**config.mk**
```make
export PLATFORM = sky130hd
export DESIGN_NAME = tlk2711_rx_link
export DESIGN_NICKNAME = d
export VERILOG_FILES = /design/src/hw/rx_link_pkg.sv /design/src/hw/tlk2711_rx_link.sv /design/src/hw/rx_loss_monitor.sv /design/src/hw/rx_word_packer.sv /design/src/hw/rx_frame_checker.sv /design/src/hw/rx_frame_parser.sv
export SDC_FILE = /design/constraint.sdc
export NUM_CORES = 1
export LEC_CHECK = 0
export BUFFER_PORTS_ARGS = -buffer_cell sky130_fd_sc_hd__buf_2
export CAP_MARGIN = 20
export CORE_MARGIN = 8
export CORE_UTILIZATION = 45
export CTS_BUF_LIST = sky130_fd_sc_hd__clkbuf_4
export CTS_CLUSTER_DIAMETER = 200
export DETAILED_ROUTE_END_ITERATION = 8
export PLACE_DENSITY = 0.75
export SYNTH_ARGS = -nofsm -noshare
export SYNTH_HDL_FRONTEND = slang
export SYNTH_SLANG_ARGS = --single-unit
export TNS_END_PERCENT = 30
```
**constraint.sdc**
```tcl
create_clock -name i_2711_rx_clk -period 4.5 [get_ports i_2711_rx_clk]
set_clock_uncertainty 0.15 [all_clocks]
set_input_delay 0.45 -clock i_2711_rx_clk [delete_from_list [all_inputs] [get_ports i_2711_rx_clk]]
set_output_delay 0.45 -clock i_2711_rx_clk [all_outputs]
set_load 0.005 [all_outputs]
```
**src/hw/rx_link_pkg.sv**
```systemverilog
// shared link word types and codes; K bits travel beside the word and are not part of it
package rx_link_pkg;

    ////////////////////////////////////////
    // widths with a meaning
    ////////////////////////////////////////

    typedef logic [15:0] link_word_t;
    typedef logic [63:0] beat_t;
    typedef logic [23:0] line_num_t;
    // payload length in bytes, always even
    typedef logic [15:0] frame_len_t;
    typedef logic [1:0]  chan_id_t;
    typedef logic [3:0]  data_type_t;

    ////////////////////////////////////////
    // link codes
    ////////////////////////////////////////

    // D5.6 + K28.5, only lsb K bit set
    localparam link_word_t c_sync_word      = 16'hC5BC;
    // K28.2 + K27.7, both K bits set
    localparam link_word_t c_sof_word       = 16'h5CFB;
    // two-word head flag after the frame start
    localparam link_word_t c_head_hi        = 16'hEB90;
    localparam link_word_t c_head_lo        = 16'hE116;
    // idle fill from the serdes when the link drops
    localparam link_word_t c_link_loss_word = 16'hFFFF;

    ////////////////////////////////////////
    // frame phase and parser states
    ////////////////////////////////////////

    // tag carried with each registered word
    typedef enum logic [2:0] {
        ph_none,
        ph_type,
        ph_line,
        ph_length,
        ph_data,
        ph_checksum
    } rx_phase_t;

    typedef enum logic [3:0] {
        st_idle,
        st_sync,
        st_head,
        st_type,
        st_line,
        st_length,
        st_data,
        st_checksum,
        st_end1,
        st_end2
    } parser_state_t;

endpackage
```
**src/hw/tlk2711_rx_link.sv**
```systemverilog
// single rx clock, no back-pressure; beats and frame_done must be taken when they pulse
`timescale 1ns/1ps

module tlk2711_rx_link #(
    parameter int unsigned p_holdoff_cycles = 10000000
) (
    input  logic                       i_2711_rx_clk,
    input  logic                       i_reset,
    input  logic                       i_2711_rkmsb,
    input  logic                       i_2711_rklsb,
    input  rx_link_pkg::link_word_t    i_2711_rxd,
    input  logic                       i_link_loss_detect_ena,
    input  logic                       i_sync_loss_detect_ena,
    output logic                       o_frame_done,
    output rx_link_pkg::line_num_t     o_line_number,
    output rx_link_pkg::frame_len_t    o_frame_length,
    output rx_link_pkg::data_type_t    o_data_type,
    output rx_link_pkg::chan_id_t      o_channel_id,
    output logic                       o_file_end_flag,
    output logic                       o_checksum_error,
    output logic                       o_beat_valid,
    output rx_link_pkg::beat_t         o_beat,
    output logic                       o_link_loss,
    output logic                       o_sync_loss,
    output logic                       o_loss_interrupt
);

    rx_link_pkg::link_word_t word;
    rx_link_pkg::rx_phase_t  phase;
    logic                    in_frame;

    rx_frame_parser u_parser (
        .i_2711_rx_clk (i_2711_rx_clk),
        .i_reset       (i_reset),
        .i_2711_rkmsb  (i_2711_rkmsb),
        .i_2711_rklsb  (i_2711_rklsb),
        .i_2711_rxd    (i_2711_rxd),
        .o_word        (word),
        .o_phase       (phase),
        .o_in_frame    (in_frame)
    );

    rx_frame_checker u_checker (
        .i_2711_rx_clk    (i_2711_rx_clk),
        .i_reset          (i_reset),
        .i_word           (word),
        .i_phase          (phase),
        .o_frame_done     (o_frame_done),
        .o_line_number    (o_line_number),
        .o_frame_length   (o_frame_length),
        .o_data_type      (o_data_type),
        .o_channel_id     (o_channel_id),
        .o_file_end_flag  (o_file_end_flag),
        .o_checksum_error (o_checksum_error)
    );

    rx_word_packer u_packer (
        .i_2711_rx_clk (i_2711_rx_clk),
        .i_reset       (i_reset),
        .i_word        (word),
        .i_phase       (phase),
        .o_beat_valid  (o_beat_valid),
        .o_beat        (o_beat)
    );

    // watches the raw input, not the registered word
    rx_loss_monitor #(
        .p_holdoff_cycles (p_holdoff_cycles)
    ) u_loss_monitor (
        .i_2711_rx_clk          (i_2711_rx_clk),
        .i_reset                (i_reset),
        .i_2711_rkmsb           (i_2711_rkmsb),
        .i_2711_rklsb           (i_2711_rklsb),
        .i_2711_rxd             (i_2711_rxd),
        .i_in_frame             (in_frame),
        .i_link_loss_detect_ena (i_link_loss_detect_ena),
        .i_sync_loss_detect_ena (i_sync_loss_detect_ena),
        .o_link_loss            (o_link_loss),
        .o_sync_loss            (o_sync_loss)
    );

    assign o_loss_interrupt = o_link_loss | o_sync_loss;

endmodule

```
**src/hw/rx_loss_monitor.sv**
```systemverilog
// hold-off counter is 24 bits, so p_holdoff_cycles must stay below 2**24
`timescale 1ns/1ps

module rx_loss_monitor #(
    parameter int unsigned p_holdoff_cycles = 10000000
) (
    input  logic                       i_2711_rx_clk,
    input  logic                       i_reset,
    input  logic                       i_2711_rkmsb,
    input  logic                       i_2711_rklsb,
    input  rx_link_pkg::link_word_t    i_2711_rxd,
    input  logic                       i_in_frame,
    input  logic                       i_link_loss_detect_ena,
    input  logic                       i_sync_loss_detect_ena,
    output logic                       o_link_loss,
    output logic                       o_sync_loss
);

    localparam logic [23:0] lp_holdoff = 24'(p_holdoff_cycles);

    // index 0 is link loss, index 1 is sync loss
    logic [1:0] loss_evt;
    logic [1:0] loss_ena;
    logic [1:0] loss_pulse;

    assign loss_evt[0] = i_2711_rkmsb & i_2711_rklsb &
                         (i_2711_rxd == rx_link_pkg::c_link_loss_word);
    // any K code inside type..checksum breaks the frame
    assign loss_evt[1] = (i_2711_rkmsb | i_2711_rklsb) & i_in_frame;
    assign loss_ena    = {i_sync_loss_detect_ena, i_link_loss_detect_ena};

    ////////////////////////////////////////
    // one detector per loss kind
    ////////////////////////////////////////

    for (genvar g = 0; g < 2; g++) begin : g_det
        logic        pulse_q;
        logic        hold_flag;
        logic [23:0] hold_cnt;

        always_ff @(posedge i_2711_rx_clk) begin
            if (i_reset || !loss_ena[g]) begin
                pulse_q   <= 1'b0;
                hold_flag <= 1'b0;
                hold_cnt  <= '0;
            end else begin
                // pulse_q also blocks an event right behind the first
                pulse_q <= loss_evt[g] & ~hold_flag & ~pulse_q;
                if (pulse_q) begin
                    hold_flag <= 1'b1;
                end else if (hold_cnt == lp_holdoff) begin
                    hold_flag <= 1'b0;
                end
                if (hold_flag) begin
                    hold_cnt <= hold_cnt + 24'd1;
                end else begin
                    hold_cnt <= '0;
                end
            end
        end

        assign loss_pulse[g] = pulse_q;
    end

    assign o_link_loss = loss_pulse[0];
    assign o_sync_loss = loss_pulse[1];

endmodule

```
**src/hw/rx_word_packer.sv**
```systemverilog
// word k of a beat lands in bits 16k+15:16k; a partial last beat leaves with the checksum word
`timescale 1ns/1ps

module rx_word_packer (
    input  logic                       i_2711_rx_clk,
    input  logic                       i_reset,
    input  rx_link_pkg::link_word_t    i_word,
    input  rx_link_pkg::rx_phase_t     i_phase,
    output logic                       o_beat_valid,
    output rx_link_pkg::beat_t         o_beat
);

    logic [1:0]          lane;
    rx_link_pkg::beat_t  asm_beat;
    logic                is_data;
    logic                is_flush;

    assign is_data  = (i_phase == rx_link_pkg::ph_data);
    // a partial beat is pending when lanes were filled
    assign is_flush = (i_phase == rx_link_pkg::ph_checksum) & (lane != 2'd0);

    always_ff @(posedge i_2711_rx_clk) begin
        if (i_reset) begin
            lane         <= 2'd0;
            o_beat_valid <= 1'b0;
        end else begin
            o_beat_valid <= (is_data & (lane == 2'd3)) | is_flush;
            if (is_data) begin
                lane <= lane + 2'd1;
            end else if (i_phase == rx_link_pkg::ph_type || i_phase == rx_link_pkg::ph_checksum) begin
                lane <= 2'd0;
            end
        end
    end

    // unfilled lanes stay zero, that is the padding
    always_ff @(posedge i_2711_rx_clk) begin
        if (is_data && lane == 2'd3) begin
            o_beat   <= {i_word, asm_beat[47:0]};
            asm_beat <= '0;
        end else if (is_data) begin
            asm_beat[{lane, 4'b0000} +: 16] <= i_word;
        end else if (i_phase == rx_link_pkg::ph_type || i_phase == rx_link_pkg::ph_checksum) begin
            o_beat   <= asm_beat;
            asm_beat <= '0;
        end
    end

endmodule

```
**src/hw/rx_frame_checker.sv**
```systemverilog
// header outputs change only with o_frame_done; checksum is the 16-bit wrapping sum
`timescale 1ns/1ps

module rx_frame_checker (
    input  logic                       i_2711_rx_clk,
    input  logic                       i_reset,
    input  rx_link_pkg::link_word_t    i_word,
    input  rx_link_pkg::rx_phase_t     i_phase,
    output logic                       o_frame_done,
    output rx_link_pkg::line_num_t     o_line_number,
    output rx_link_pkg::frame_len_t    o_frame_length,
    output rx_link_pkg::data_type_t    o_data_type,
    output rx_link_pkg::chan_id_t      o_channel_id,
    output logic                       o_file_end_flag,
    output logic                       o_checksum_error
);

    rx_link_pkg::link_word_t   sum;
    rx_link_pkg::line_num_t    sh_line;
    rx_link_pkg::frame_len_t   sh_length;
    rx_link_pkg::data_type_t   sh_type;
    rx_link_pkg::chan_id_t     sh_channel;
    logic                      sh_file_end;

    // running sum and header shadows, restarted by every type word
    always_ff @(posedge i_2711_rx_clk) begin
        case (i_phase)
            rx_link_pkg::ph_type: begin
                sum            <= i_word;
                sh_file_end    <= i_word[14];
                sh_channel     <= i_word[13:12];
                sh_type        <= i_word[11:8];
                sh_line[23:16] <= i_word[7:0];
            end
            rx_link_pkg::ph_line: begin
                sum           <= sum + i_word;
                sh_line[15:0] <= i_word;
            end
            rx_link_pkg::ph_length: begin
                sum       <= sum + i_word;
                sh_length <= i_word;
            end
            rx_link_pkg::ph_data: sum <= sum + i_word;
            default: ;
        endcase
    end

    ////////////////////////////////////////
    // publish at the checksum word
    ////////////////////////////////////////

    always_ff @(posedge i_2711_rx_clk) begin
        if (i_reset) begin
            o_frame_done     <= 1'b0;
            o_line_number    <= '0;
            o_frame_length   <= '0;
            o_data_type      <= '0;
            o_channel_id     <= '0;
            o_file_end_flag  <= 1'b0;
            o_checksum_error <= 1'b0;
        end else begin
            o_frame_done <= (i_phase == rx_link_pkg::ph_checksum);
            if (i_phase == rx_link_pkg::ph_checksum) begin
                o_line_number    <= sh_line;
                o_frame_length   <= sh_length;
                o_data_type      <= sh_type;
                o_channel_id     <= sh_channel;
                o_file_end_flag  <= sh_file_end;
                o_checksum_error <= (sum != i_word);
            end
        end
    end

endmodule

```
**src/hw/rx_frame_parser.sv**
```systemverilog
// never aborts a frame once the head flag matched; length must be even and at least 2
`timescale 1ns/1ps

module rx_frame_parser (
    input  logic                       i_2711_rx_clk,
    input  logic                       i_reset,
    input  logic                       i_2711_rkmsb,
    input  logic                       i_2711_rklsb,
    input  rx_link_pkg::link_word_t    i_2711_rxd,
    output rx_link_pkg::link_word_t    o_word,
    output rx_link_pkg::rx_phase_t     o_phase,
    output logic                       o_in_frame
);

    rx_link_pkg::parser_state_t state;
    rx_link_pkg::parser_state_t state_nxt;
    rx_link_pkg::rx_phase_t     phase_now;
    rx_link_pkg::link_word_t    prev_word;
    // data words still to come after the current one
    logic [14:0]                data_left;
    logic                       is_sync;
    logic                       is_sof;
    logic                       is_head;

    assign is_sync = ~i_2711_rkmsb & i_2711_rklsb & (i_2711_rxd == rx_link_pkg::c_sync_word);
    assign is_sof  = i_2711_rkmsb & i_2711_rklsb & (i_2711_rxd == rx_link_pkg::c_sof_word);
    assign is_head = (prev_word == rx_link_pkg::c_head_hi) &
                     (i_2711_rxd == rx_link_pkg::c_head_lo);

    ////////////////////////////////////////
    // next state
    ////////////////////////////////////////

    always_comb begin
        state_nxt = state;
        case (state)
            rx_link_pkg::st_idle:     if (is_sync) state_nxt = rx_link_pkg::st_sync;
            rx_link_pkg::st_sync:     if (is_sof) state_nxt = rx_link_pkg::st_head;
            rx_link_pkg::st_head:     if (is_head) state_nxt = rx_link_pkg::st_type;
            rx_link_pkg::st_type:     state_nxt = rx_link_pkg::st_line;
            rx_link_pkg::st_line:     state_nxt = rx_link_pkg::st_length;
            rx_link_pkg::st_length:   state_nxt = rx_link_pkg::st_data;
            rx_link_pkg::st_data:     if (data_left == '0) state_nxt = rx_link_pkg::st_checksum;
            rx_link_pkg::st_checksum: state_nxt = rx_link_pkg::st_end1;
            rx_link_pkg::st_end1:     state_nxt = rx_link_pkg::st_end2;
            default:                  state_nxt = rx_link_pkg::st_idle;
        endcase
    end

    // phase of the word sampled in this cycle
    always_comb begin
        case (state)
            rx_link_pkg::st_type:     phase_now = rx_link_pkg::ph_type;
            rx_link_pkg::st_line:     phase_now = rx_link_pkg::ph_line;
            rx_link_pkg::st_length:   phase_now = rx_link_pkg::ph_length;
            rx_link_pkg::st_data:     phase_now = rx_link_pkg::ph_data;
            rx_link_pkg::st_checksum: phase_now = rx_link_pkg::ph_checksum;
            default:                  phase_now = rx_link_pkg::ph_none;
        endcase
    end

    assign o_in_frame = (phase_now != rx_link_pkg::ph_none);

    always_ff @(posedge i_2711_rx_clk) begin
        if (i_reset) begin
            state   <= rx_link_pkg::st_idle;
            o_phase <= rx_link_pkg::ph_none;
        end else begin
            state   <= state_nxt;
            o_phase <= phase_now;
        end
    end

    ////////////////////////////////////////
    // word pipe and data counter
    ////////////////////////////////////////

    always_ff @(posedge i_2711_rx_clk) begin
        prev_word <= i_2711_rxd;
        o_word    <= i_2711_rxd;
        if (state == rx_link_pkg::st_length) begin
            // length in bytes, two bytes per word
            data_left <= i_2711_rxd[15:1] - 15'd1;
        end else if (state == rx_link_pkg::st_data) begin
            data_left <= data_left - 15'd1;
        end
    end

endmodule

```
# Word-level counts from Yosys, hierarchy flattened
# Index checks and enable logic that the tools add are counted.
[classes]
add_sub_neg = 7
eq_ne = 27
n_shift = 2
muxes = 21
n_bitwise = 21
n_reduce_logical = 21
[op_table]
columns = ["op", "n"]
rows = [
  ["64-bit two-way mux", 5],
  ["64-bit bitwise mux", 1],
  ["16-bit == test (second input constant)", 4],
  ["16-bit by 8-bit variable shift with 64-bit output (first input constant)", 1],
  ["16-bit by 8-bit variable part select with 64-bit output", 1],
  ["24-bit by 1-bit adder with 24-bit output (second input constant)", 2],
  ["24-bit == test (second input constant)", 2],
  ["4-bit case mux with 9 select lines", 1],
  ["16-bit case mux with 2 select lines", 1],
  ["15-bit two-way mux", 2],
  ["15-bit by 1-bit subtractor with 15-bit output (second input constant)", 2],
  ["16-bit adder", 1],
  ["16-bit by 15-bit == test with 1-bit output (second input constant)", 1],
  ["4-bit by 3-bit == test with 1-bit output (second input constant)", 4],
  ["4-bit two-way mux", 4],
  ["16-bit != test", 1],
  ["15-bit logical NOT", 1],
  ["3-bit case mux with 5 select lines", 1],
  ["2-bit nonzero test", 7],
  ["1-bit bitwise AND", 13],
  ["4-bit by 2-bit == test with 1-bit output (second input constant)", 2],
  ["2-bit by 1-bit != test with 1-bit output (second input constant)", 4],
  ["6-bit negation with 8-bit output", 1],
  ["3-bit by 2-bit == test with 1-bit output (second input constant)", 2],
  ["other kinds (20)", 35],
]
[totals]
reg_bits = 333
inputBits = 22
out_inout_bits = 117
wordCells = 127

# Logic depth before layout (Yosys ltp)
[depth]
depth_word = 6
depth_mapped = 9
depth_no_buf = 8

# Modules after synthesis
# A second synthesis with hierarchy kept.
[hier_totals]
cells_unflattened = 1139
area_unflattened_um2 = 13237.7
[by_module_without_submodules]
columns = ["module", "n_inst", "cells_each", "area_each_um2", "seq_area_each_um2"]
rows = [
  ["rx_frame_checker", 1, 422, 4579.4, 2872.8],
  ["rx_word_packer", 1, 252, 4267.8, 3263.1],
  ["rx_loss_monitor", 1, 286, 2464.9, 1041.0],
  ["rx_frame_parser", 1, 178, 1919.3, 910.9],
  ["tlk2711_rx_link", 1, 1, 6.3, 0.0],
]

# Least setup slack after synthesis
# OpenSTA, ideal clock, no wires.
[synth_path]
path_type = "register -> register"
from = "reg u_parser.o_phase[0]"
to = "reg u_packer.o_beat[0], enable pin"
setup_time_ns = 0.418
arrival_time_ns = 2.430
required_ns = 3.932
setup_slack_ns = 1.502
stages_incl_launch_ff = 7
period_less_slack_ns = 2.998
cell_sequence = "dfxtp_1 clkbuf_1 nor3b_1 and2_1 nor2_1 clkbuf_1 inv_1"
[synth_via]
elab_chain_cells = 4
word_cells_on_any_way = 8
cone_classes = "eq/ne: 4; reduce/logical: 4"
[synth_rtl]
columns = ["item", "line_no", "rtl"]
rows = [
  ["start: declaration", "rx_frame_parser.sv:11", "output rx_link_pkg::rx_phase_t o_phase,"],
  ["start signal: assignment", "rx_frame_parser.sv:67", "o_phase <= rx_link_pkg::ph_none;"],
  ["start signal: assignment", "rx_frame_parser.sv:70", "o_phase <= phase_now;"],
  ["3-bit == test (tied with other cells)", "rx_word_packer.sv:18", "assign is_data = (i_phase == rx_link_pkg::ph_data);"],
  ["1-bit logical AND or 1-bit logical OR (tied branches)", "rx_word_packer.sv:38, rx_word_packer.sv:43", ""],
  ["2-bit != test (no line) or 2-bit nonzero test (tied branches)", "-", ""],
  ["2-bit AND reduction (no line) *", "-", ""],
  ["end signal: assignment", "rx_word_packer.sv:39", "o_beat <= {i_word, asm_beat[47:0]};"],
  ["end signal: assignment", "rx_word_packer.sv:44", "o_beat <= asm_beat;"],
  ["end: declaration", "rx_word_packer.sv:10", "output rx_link_pkg::beat_t o_beat"],
]
# Mark *: on every way between the ends. The rest lies on a longest branch, timed or not.
# A chain may end at the register's enable or synchronous reset.

# Worst setup path in the final report
[layout_path]
from = "reg u_parser.state[2]"
to = "reg u_parser.data_left[8] (data pin)"
[layout_via]
elab_chain_cells = 2
[layout_rtl]
columns = ["item", "line_no", "rtl"]
rows = [
  ["start: declaration", "rx_frame_parser.sv:15", "rx_link_pkg::parser_state_t state;"],
  ["start signal: assignment", "rx_frame_parser.sv:66", "state <= rx_link_pkg::st_idle;"],
  ["start signal: assignment", "rx_frame_parser.sv:69", "state <= state_nxt;"],
  ["4-bit by 3-bit == test with 1-bit output", "rx_frame_parser.sv:81", "if (state == rx_link_pkg::st_length) begin"],
  ["15-bit two-way mux", "rx_frame_parser.sv:81", ""],
  ["end signal: assignment", "rx_frame_parser.sv:83", "data_left <= i_2711_rxd[15:1] - 15'd1;"],
  ["end signal: assignment", "rx_frame_parser.sv:85", "data_left <= data_left - 15'd1;"],
  ["end: declaration", "rx_frame_parser.sv:20", "logic [14:0] data_left;"],
]
# Every way passes these cells.

==> key figures <==
Run status
  • Run status: complete, no violations

Floorplanning
  • Floorplan die height: 185.5 µm
  • Total die area: 34390 µm²
  • Effective utilization at floorplan: between 40 and 50%
  • Die width: 185.5 µm
  • Std-Cell Rows: 62
  • Ports: ~140
  • CORE AREA: between 20000 and 30000 µm²

Setup path
  • Data required, critical path: about 4800 ps
  • FF-to-FF Start: u_parser.state[2]
  • Setup CP Type: flop to flop
  • Most common cell on crit path: sky130_fd_sc_hd__mux2i_1
  • Worst setup startpoint: u_parser.state[2]
  • CP arrival: 3280 ps
  • Worst setup EP type: flop
  • Critical-path top delay cell: sky130_fd_sc_hd__dfxtp_1
  • Worst path cell trace: nor4bb_4, buf_4, mux2i_1, ha_1, nand3_4, or4_1, xor2_1, mux2i_1
  • Worst reg2reg setup slack: 1500 ps
  • Delay contributed by the slowest stage of the critical path: 530 ps
  • Element type at the critical path start: flop
  • Top fanout value on the critical path: 17

Placed design
  • Placed wire-length estimate after detailed placement: just under 20000 µm
  • Port Buffer Count: 138
  • Worst setup slack after placement: 1443 ps
  • Total placed instance area: 14000 µm²
  • Placer Congestion: 0.8471

Timing
  • Final setup violation count: 0
  • Final max-slew violation count: 0
  • Unrepaired setup endpoints after global routing: no
  • Actual slew at the worst max-slew pin: 1060 ps
  • Post-route fraction of the period consumed by the critical path: roughly 67%
  • Minimum period implied by the final worst setup slack: 3001 ps
  • Final TNS setup: 0 ps
  • Number of hold violations in the final report: 0
  • F_max: ~0.33 GHz
  • Least setup slack across all paths after layout: 1499 ps
  • Worst hold slack: 90.65 ps
  • Max-slew headroom at the worst pin: around 29%

Drt
  • Wire length per cell after detailed routing: 16.64 µm
  • Routed via count: between 9k and 10k
  • DRC violation count after routing: 0
  • Via count normalized by instance count: 5.233
  • Detailed Route Iter0 Violations: 750
  • Routed Antenna Nets: 0
  • Total routed wirelength: 30340 µm
  • Number of iterations in the first detailed-routing pass: 5

Pwr
  • Maximum ir drop on the vdd rail: 194.8 µV
  • Leakage power figure: 0.005878 µW
  • Areal power density over the cells: around 380 nW/µm²

Global route
  • First-pass GRT wire length: 47930 µm
  • Total routing resource utilization after global routing: 17.37%
  • Total overflow reported by the global router: 0
  • Via count of the first global-routing pass: 9475
  • Number of antenna violations at the first check in global routing: 1
  • Largest net degree at the start of global routing: 66

Clock network
  • Clock sinks: 333
  • Resized Gates After CTS: 0
  • Clock Tree Buf Depth: 3
  • Clock edge transition at the registers on the reported setup and hold paths: about 70 ps
  • Inserted Clock Buffers: 84
  • TritonCTS clock tree: yes
  • Maximum level of the CTS H-tree: 3
  • Clock tree root buffer cell: sky130_fd_sc_hd__clkbuf_4
  • Worst skew pair latency: 720 ps

Worst hold path
  • Start point of the worst min-delay path: i_link_loss_detect_ena
  • Hold crit path type: primary input to flop

Logic synthesis
  • Post-synth EDFFs: 142
  • Synthesized Nets: 1209
  • Area fraction in and, or, nand and nor cells after synthesis: 16.63%
  • Synth cell types: 57
  • Fraction of post-synthesis cell area in the top cell type by area: 33.00%
  • Post-synth top area cell: sky130_fd_sc_hd__edfxtp_1
  • Seq cells post-synth: 333
  • Dominant register cell in the synthesized netlist: sky130_fd_sc_hd__dfxtp_1
  • Post-synthesis adder-cell area fraction: 2.479%
  • Syn Area/Cell: 11.12 µm²
  • Sequential fraction of the synthesis area: 62.59%
  • Xor and xnor area share after synthesis: 4.609%
  • Yosys warnings: 0
  • Area fraction in compound gates after synthesis: 8.638%
  • Leading cell types by total area after synthesis: sky130_fd_sc_hd__edfxtp_1 33%, sky130_fd_sc_hd__dfxtp_1 30%, sky130_fd_sc_hd__nand2_1 4.3%, sky130_fd_sc_hd__nor2_1 4.0%, sky130_fd_sc_hd__a21oi_1 3.2%
  • Async set or reset register ratio after synthesis: 0%
  • Combinational family with the most area after synthesis: simple AND/OR/NAND/NOR gates
  • Fraction of synthesized area in multiplexers: slightly below 3%
  • Combined area of all synthesized cells: between 10000 and 15000 µm²
  • Cell count after synthesis: about 1.2k

Finish
  • Area delta synth->final: 18.51%
  • Cell area after layout: between 15000 and 20000 µm²
  • Filler Cell Count: 2434
  • Fraction of layout cells with a size suffix above 1: 22.46%
  • Leading cell type in the layout, fill and taps excluded: sky130_fd_sc_hd__dfxtp_1
  • Final Util: 53.79%
  • Highest-count cells in the layout ignoring fill and taps: 191 x sky130_fd_sc_hd__dfxtp_1, 148 x sky130_fd_sc_hd__nand2_1, 142 x sky130_fd_sc_hd__edfxtp_1, 138 x sky130_fd_sc_hd__nor2_1, 138 x sky130_fd_sc_hd__buf_2
  • Net count, final: 1414

Flow run
  • Maximum Capacitance Violations: 0
layout make-up:
class / instances / area (µm²) / share of cell area [%]
Antenna cell: 1 / 2.502 / 0.01634
Clock buffer: 128 / 960.9 / 6.275
Clock inverter: 29 / 156.4 / 1.021
Inverter: 14 / 52.55 / 0.3432
Multi-Input combinational cell: 762 / 4576 / 29.88
Sequential cell: 333 / 8088 / 52.81
Tap cell: 384 / 480.5 / 3.138
Timing Repair Buffer: 172 / 997.2 / 6.512
registers in the layout (all words and copies together), names as in the netlist, 15 cells and up:
signal                         flops
u_packer.asm_beat                 64
u_packer.o_beat                   64
u_loss_monitor.g_det.hold_cnt     48
u_checker.o_line_number           24
u_checker.sh_line                 24
u_checker.sum                     16
u_parser.o_word                   16
u_checker.sh_length               16
u_checker.o_frame_length          16
u_parser.data_left                15
cells in the mapped netlist (2+ instances only):
| cell | n |
|---|---|
| sky130_fd_sc_hd__dfxtp_1 | 191 |
| sky130_fd_sc_hd__nand2_1 | 148 |
| sky130_fd_sc_hd__edfxtp_1 | 142 |
| sky130_fd_sc_hd__nor2_1 | 139 |
| sky130_fd_sc_hd__a21oi_1 | 83 |
| sky130_fd_sc_hd__a22oi_1 | 49 |
| sky130_fd_sc_hd__clkbuf_1 | 43 |
| sky130_fd_sc_hd__xor2_1 | 42 |
| sky130_fd_sc_hd__nand3_1 | 31 |
| sky130_fd_sc_hd__xnor2_1 | 26 |
| sky130_fd_sc_hd__ha_1 | 24 |
| sky130_fd_sc_hd__o21ai_0 | 21 |
| sky130_fd_sc_hd__nor4_1 | 19 |
| sky130_fd_sc_hd__and2_1 | 18 |
| sky130_fd_sc_hd__nand4_1 | 18 |
| sky130_fd_sc_hd__mux2i_1 | 17 |
| sky130_fd_sc_hd__mux2_2 | 16 |
| sky130_fd_sc_hd__inv_1 | 13 |
| sky130_fd_sc_hd__nor3_1 | 13 |
| sky130_fd_sc_hd__and3_1 | 11 |
| sky130_fd_sc_hd__nor2b_1 | 10 |
| sky130_fd_sc_hd__or3_1 | 10 |
| sky130_fd_sc_hd__or4_1 | 7 |
| sky130_fd_sc_hd__buf_2 | 6 |
| sky130_fd_sc_hd__nor4b_1 | 6 |
| sky130_fd_sc_hd__a211oi_1 | 5 |
| sky130_fd_sc_hd__and4_1 | 5 |
| sky130_fd_sc_hd__a21o_1 | 4 |
| sky130_fd_sc_hd__o211ai_1 | 4 |
| sky130_fd_sc_hd__or2_2 | 4 |
| sky130_fd_sc_hd__o21bai_1 | 3 |
| sky130_fd_sc_hd__a31oi_1 | 2 |
| sky130_fd_sc_hd__buf_1 | 2 |
| sky130_fd_sc_hd__buf_6 | 2 |
| sky130_fd_sc_hd__nand2b_1 | 2 |
| sky130_fd_sc_hd__nand3b_1 | 2 |
| sky130_fd_sc_hd__nor3b_1 | 2 |
| sky130_fd_sc_hd__o21a_1 | 2 |
| sky130_fd_sc_hd__or4b_2 | 2 |
what timing repair did:
item / 4_1_cts / 5_1_grt
hold buffers: 17 / 2
endpoints found under the hold margin: 19 / 1
setup endpoints to repair: 0 / 0
setup buffers: 0 / 0
worst max-delay path, delay by kind of cell (launching register included):
| family | cells | cell delay [ps] |
|---|---|---|
| fa+ha+maj | 1 | 310 |
| buf+inv | 1 | 320 |
| flops | 1 | 530 |
| xor+xnor | 1 | 140 |
| mux | 2 | 410 |
| simple gates | 3 | 910 |
kinds of logic (layout without fill, tap and decap cells):
logic type	count (synthesis)	in the layout
adder cells (fa/ha/maj)	25	25
XOR/XNOR	68	68
multiplexers	35	35
AND/OR/NAND/NOR	452	452
other	0	1
flip-flops	333	333
buffers and inverters	67	343
AO/OA/AOI/OAI	182	182
metal layers:
layer | up-vias | part of all wire, % | track usage [%]
li1 | 4594 | - | -
met1 | 4528 | 42 | 21.43
met2 | 359 | 47 | 28.67
met3 | 59 | 8.0 | 4.021
met4 | 0 | 2.9 | 7.939
met5 | - | 0 | 0
power breakdown:
group | switching (µW) | total, µW | internal (µW)
logic | 79.0 | 130 | 51.3
registers | 24.6 | 3160 | 3140
clock network | 1240 | 2570 | 1330
path summary, 6_finish.rpt:
| path | end | depth (start not counted) |
|---|---|---|
| hold / removal | u_loss_monitor.g_det[0].hold_flag | 3 |
| setup / recovery | u_parser.data_left[8] | 8 |
| hold reg to reg | u_packer.o_beat[19] | 0 |
| setup reg to reg | u_parser.data_left[8] | 8 |
per-stage QoR:
| stage | total power [µW] | cells |
|---|---|---|
| after floorplan | 3282 | 1162 |
| after global placement | 3342 | 1644 |
| after detailed placement | 3345 | 1645 |
| after CTS | 5919 | 1819 |
| after global routing | 6114 | 1823 |
| final | 5860 | 1823 |
Power figures use the tool's default switching activity.
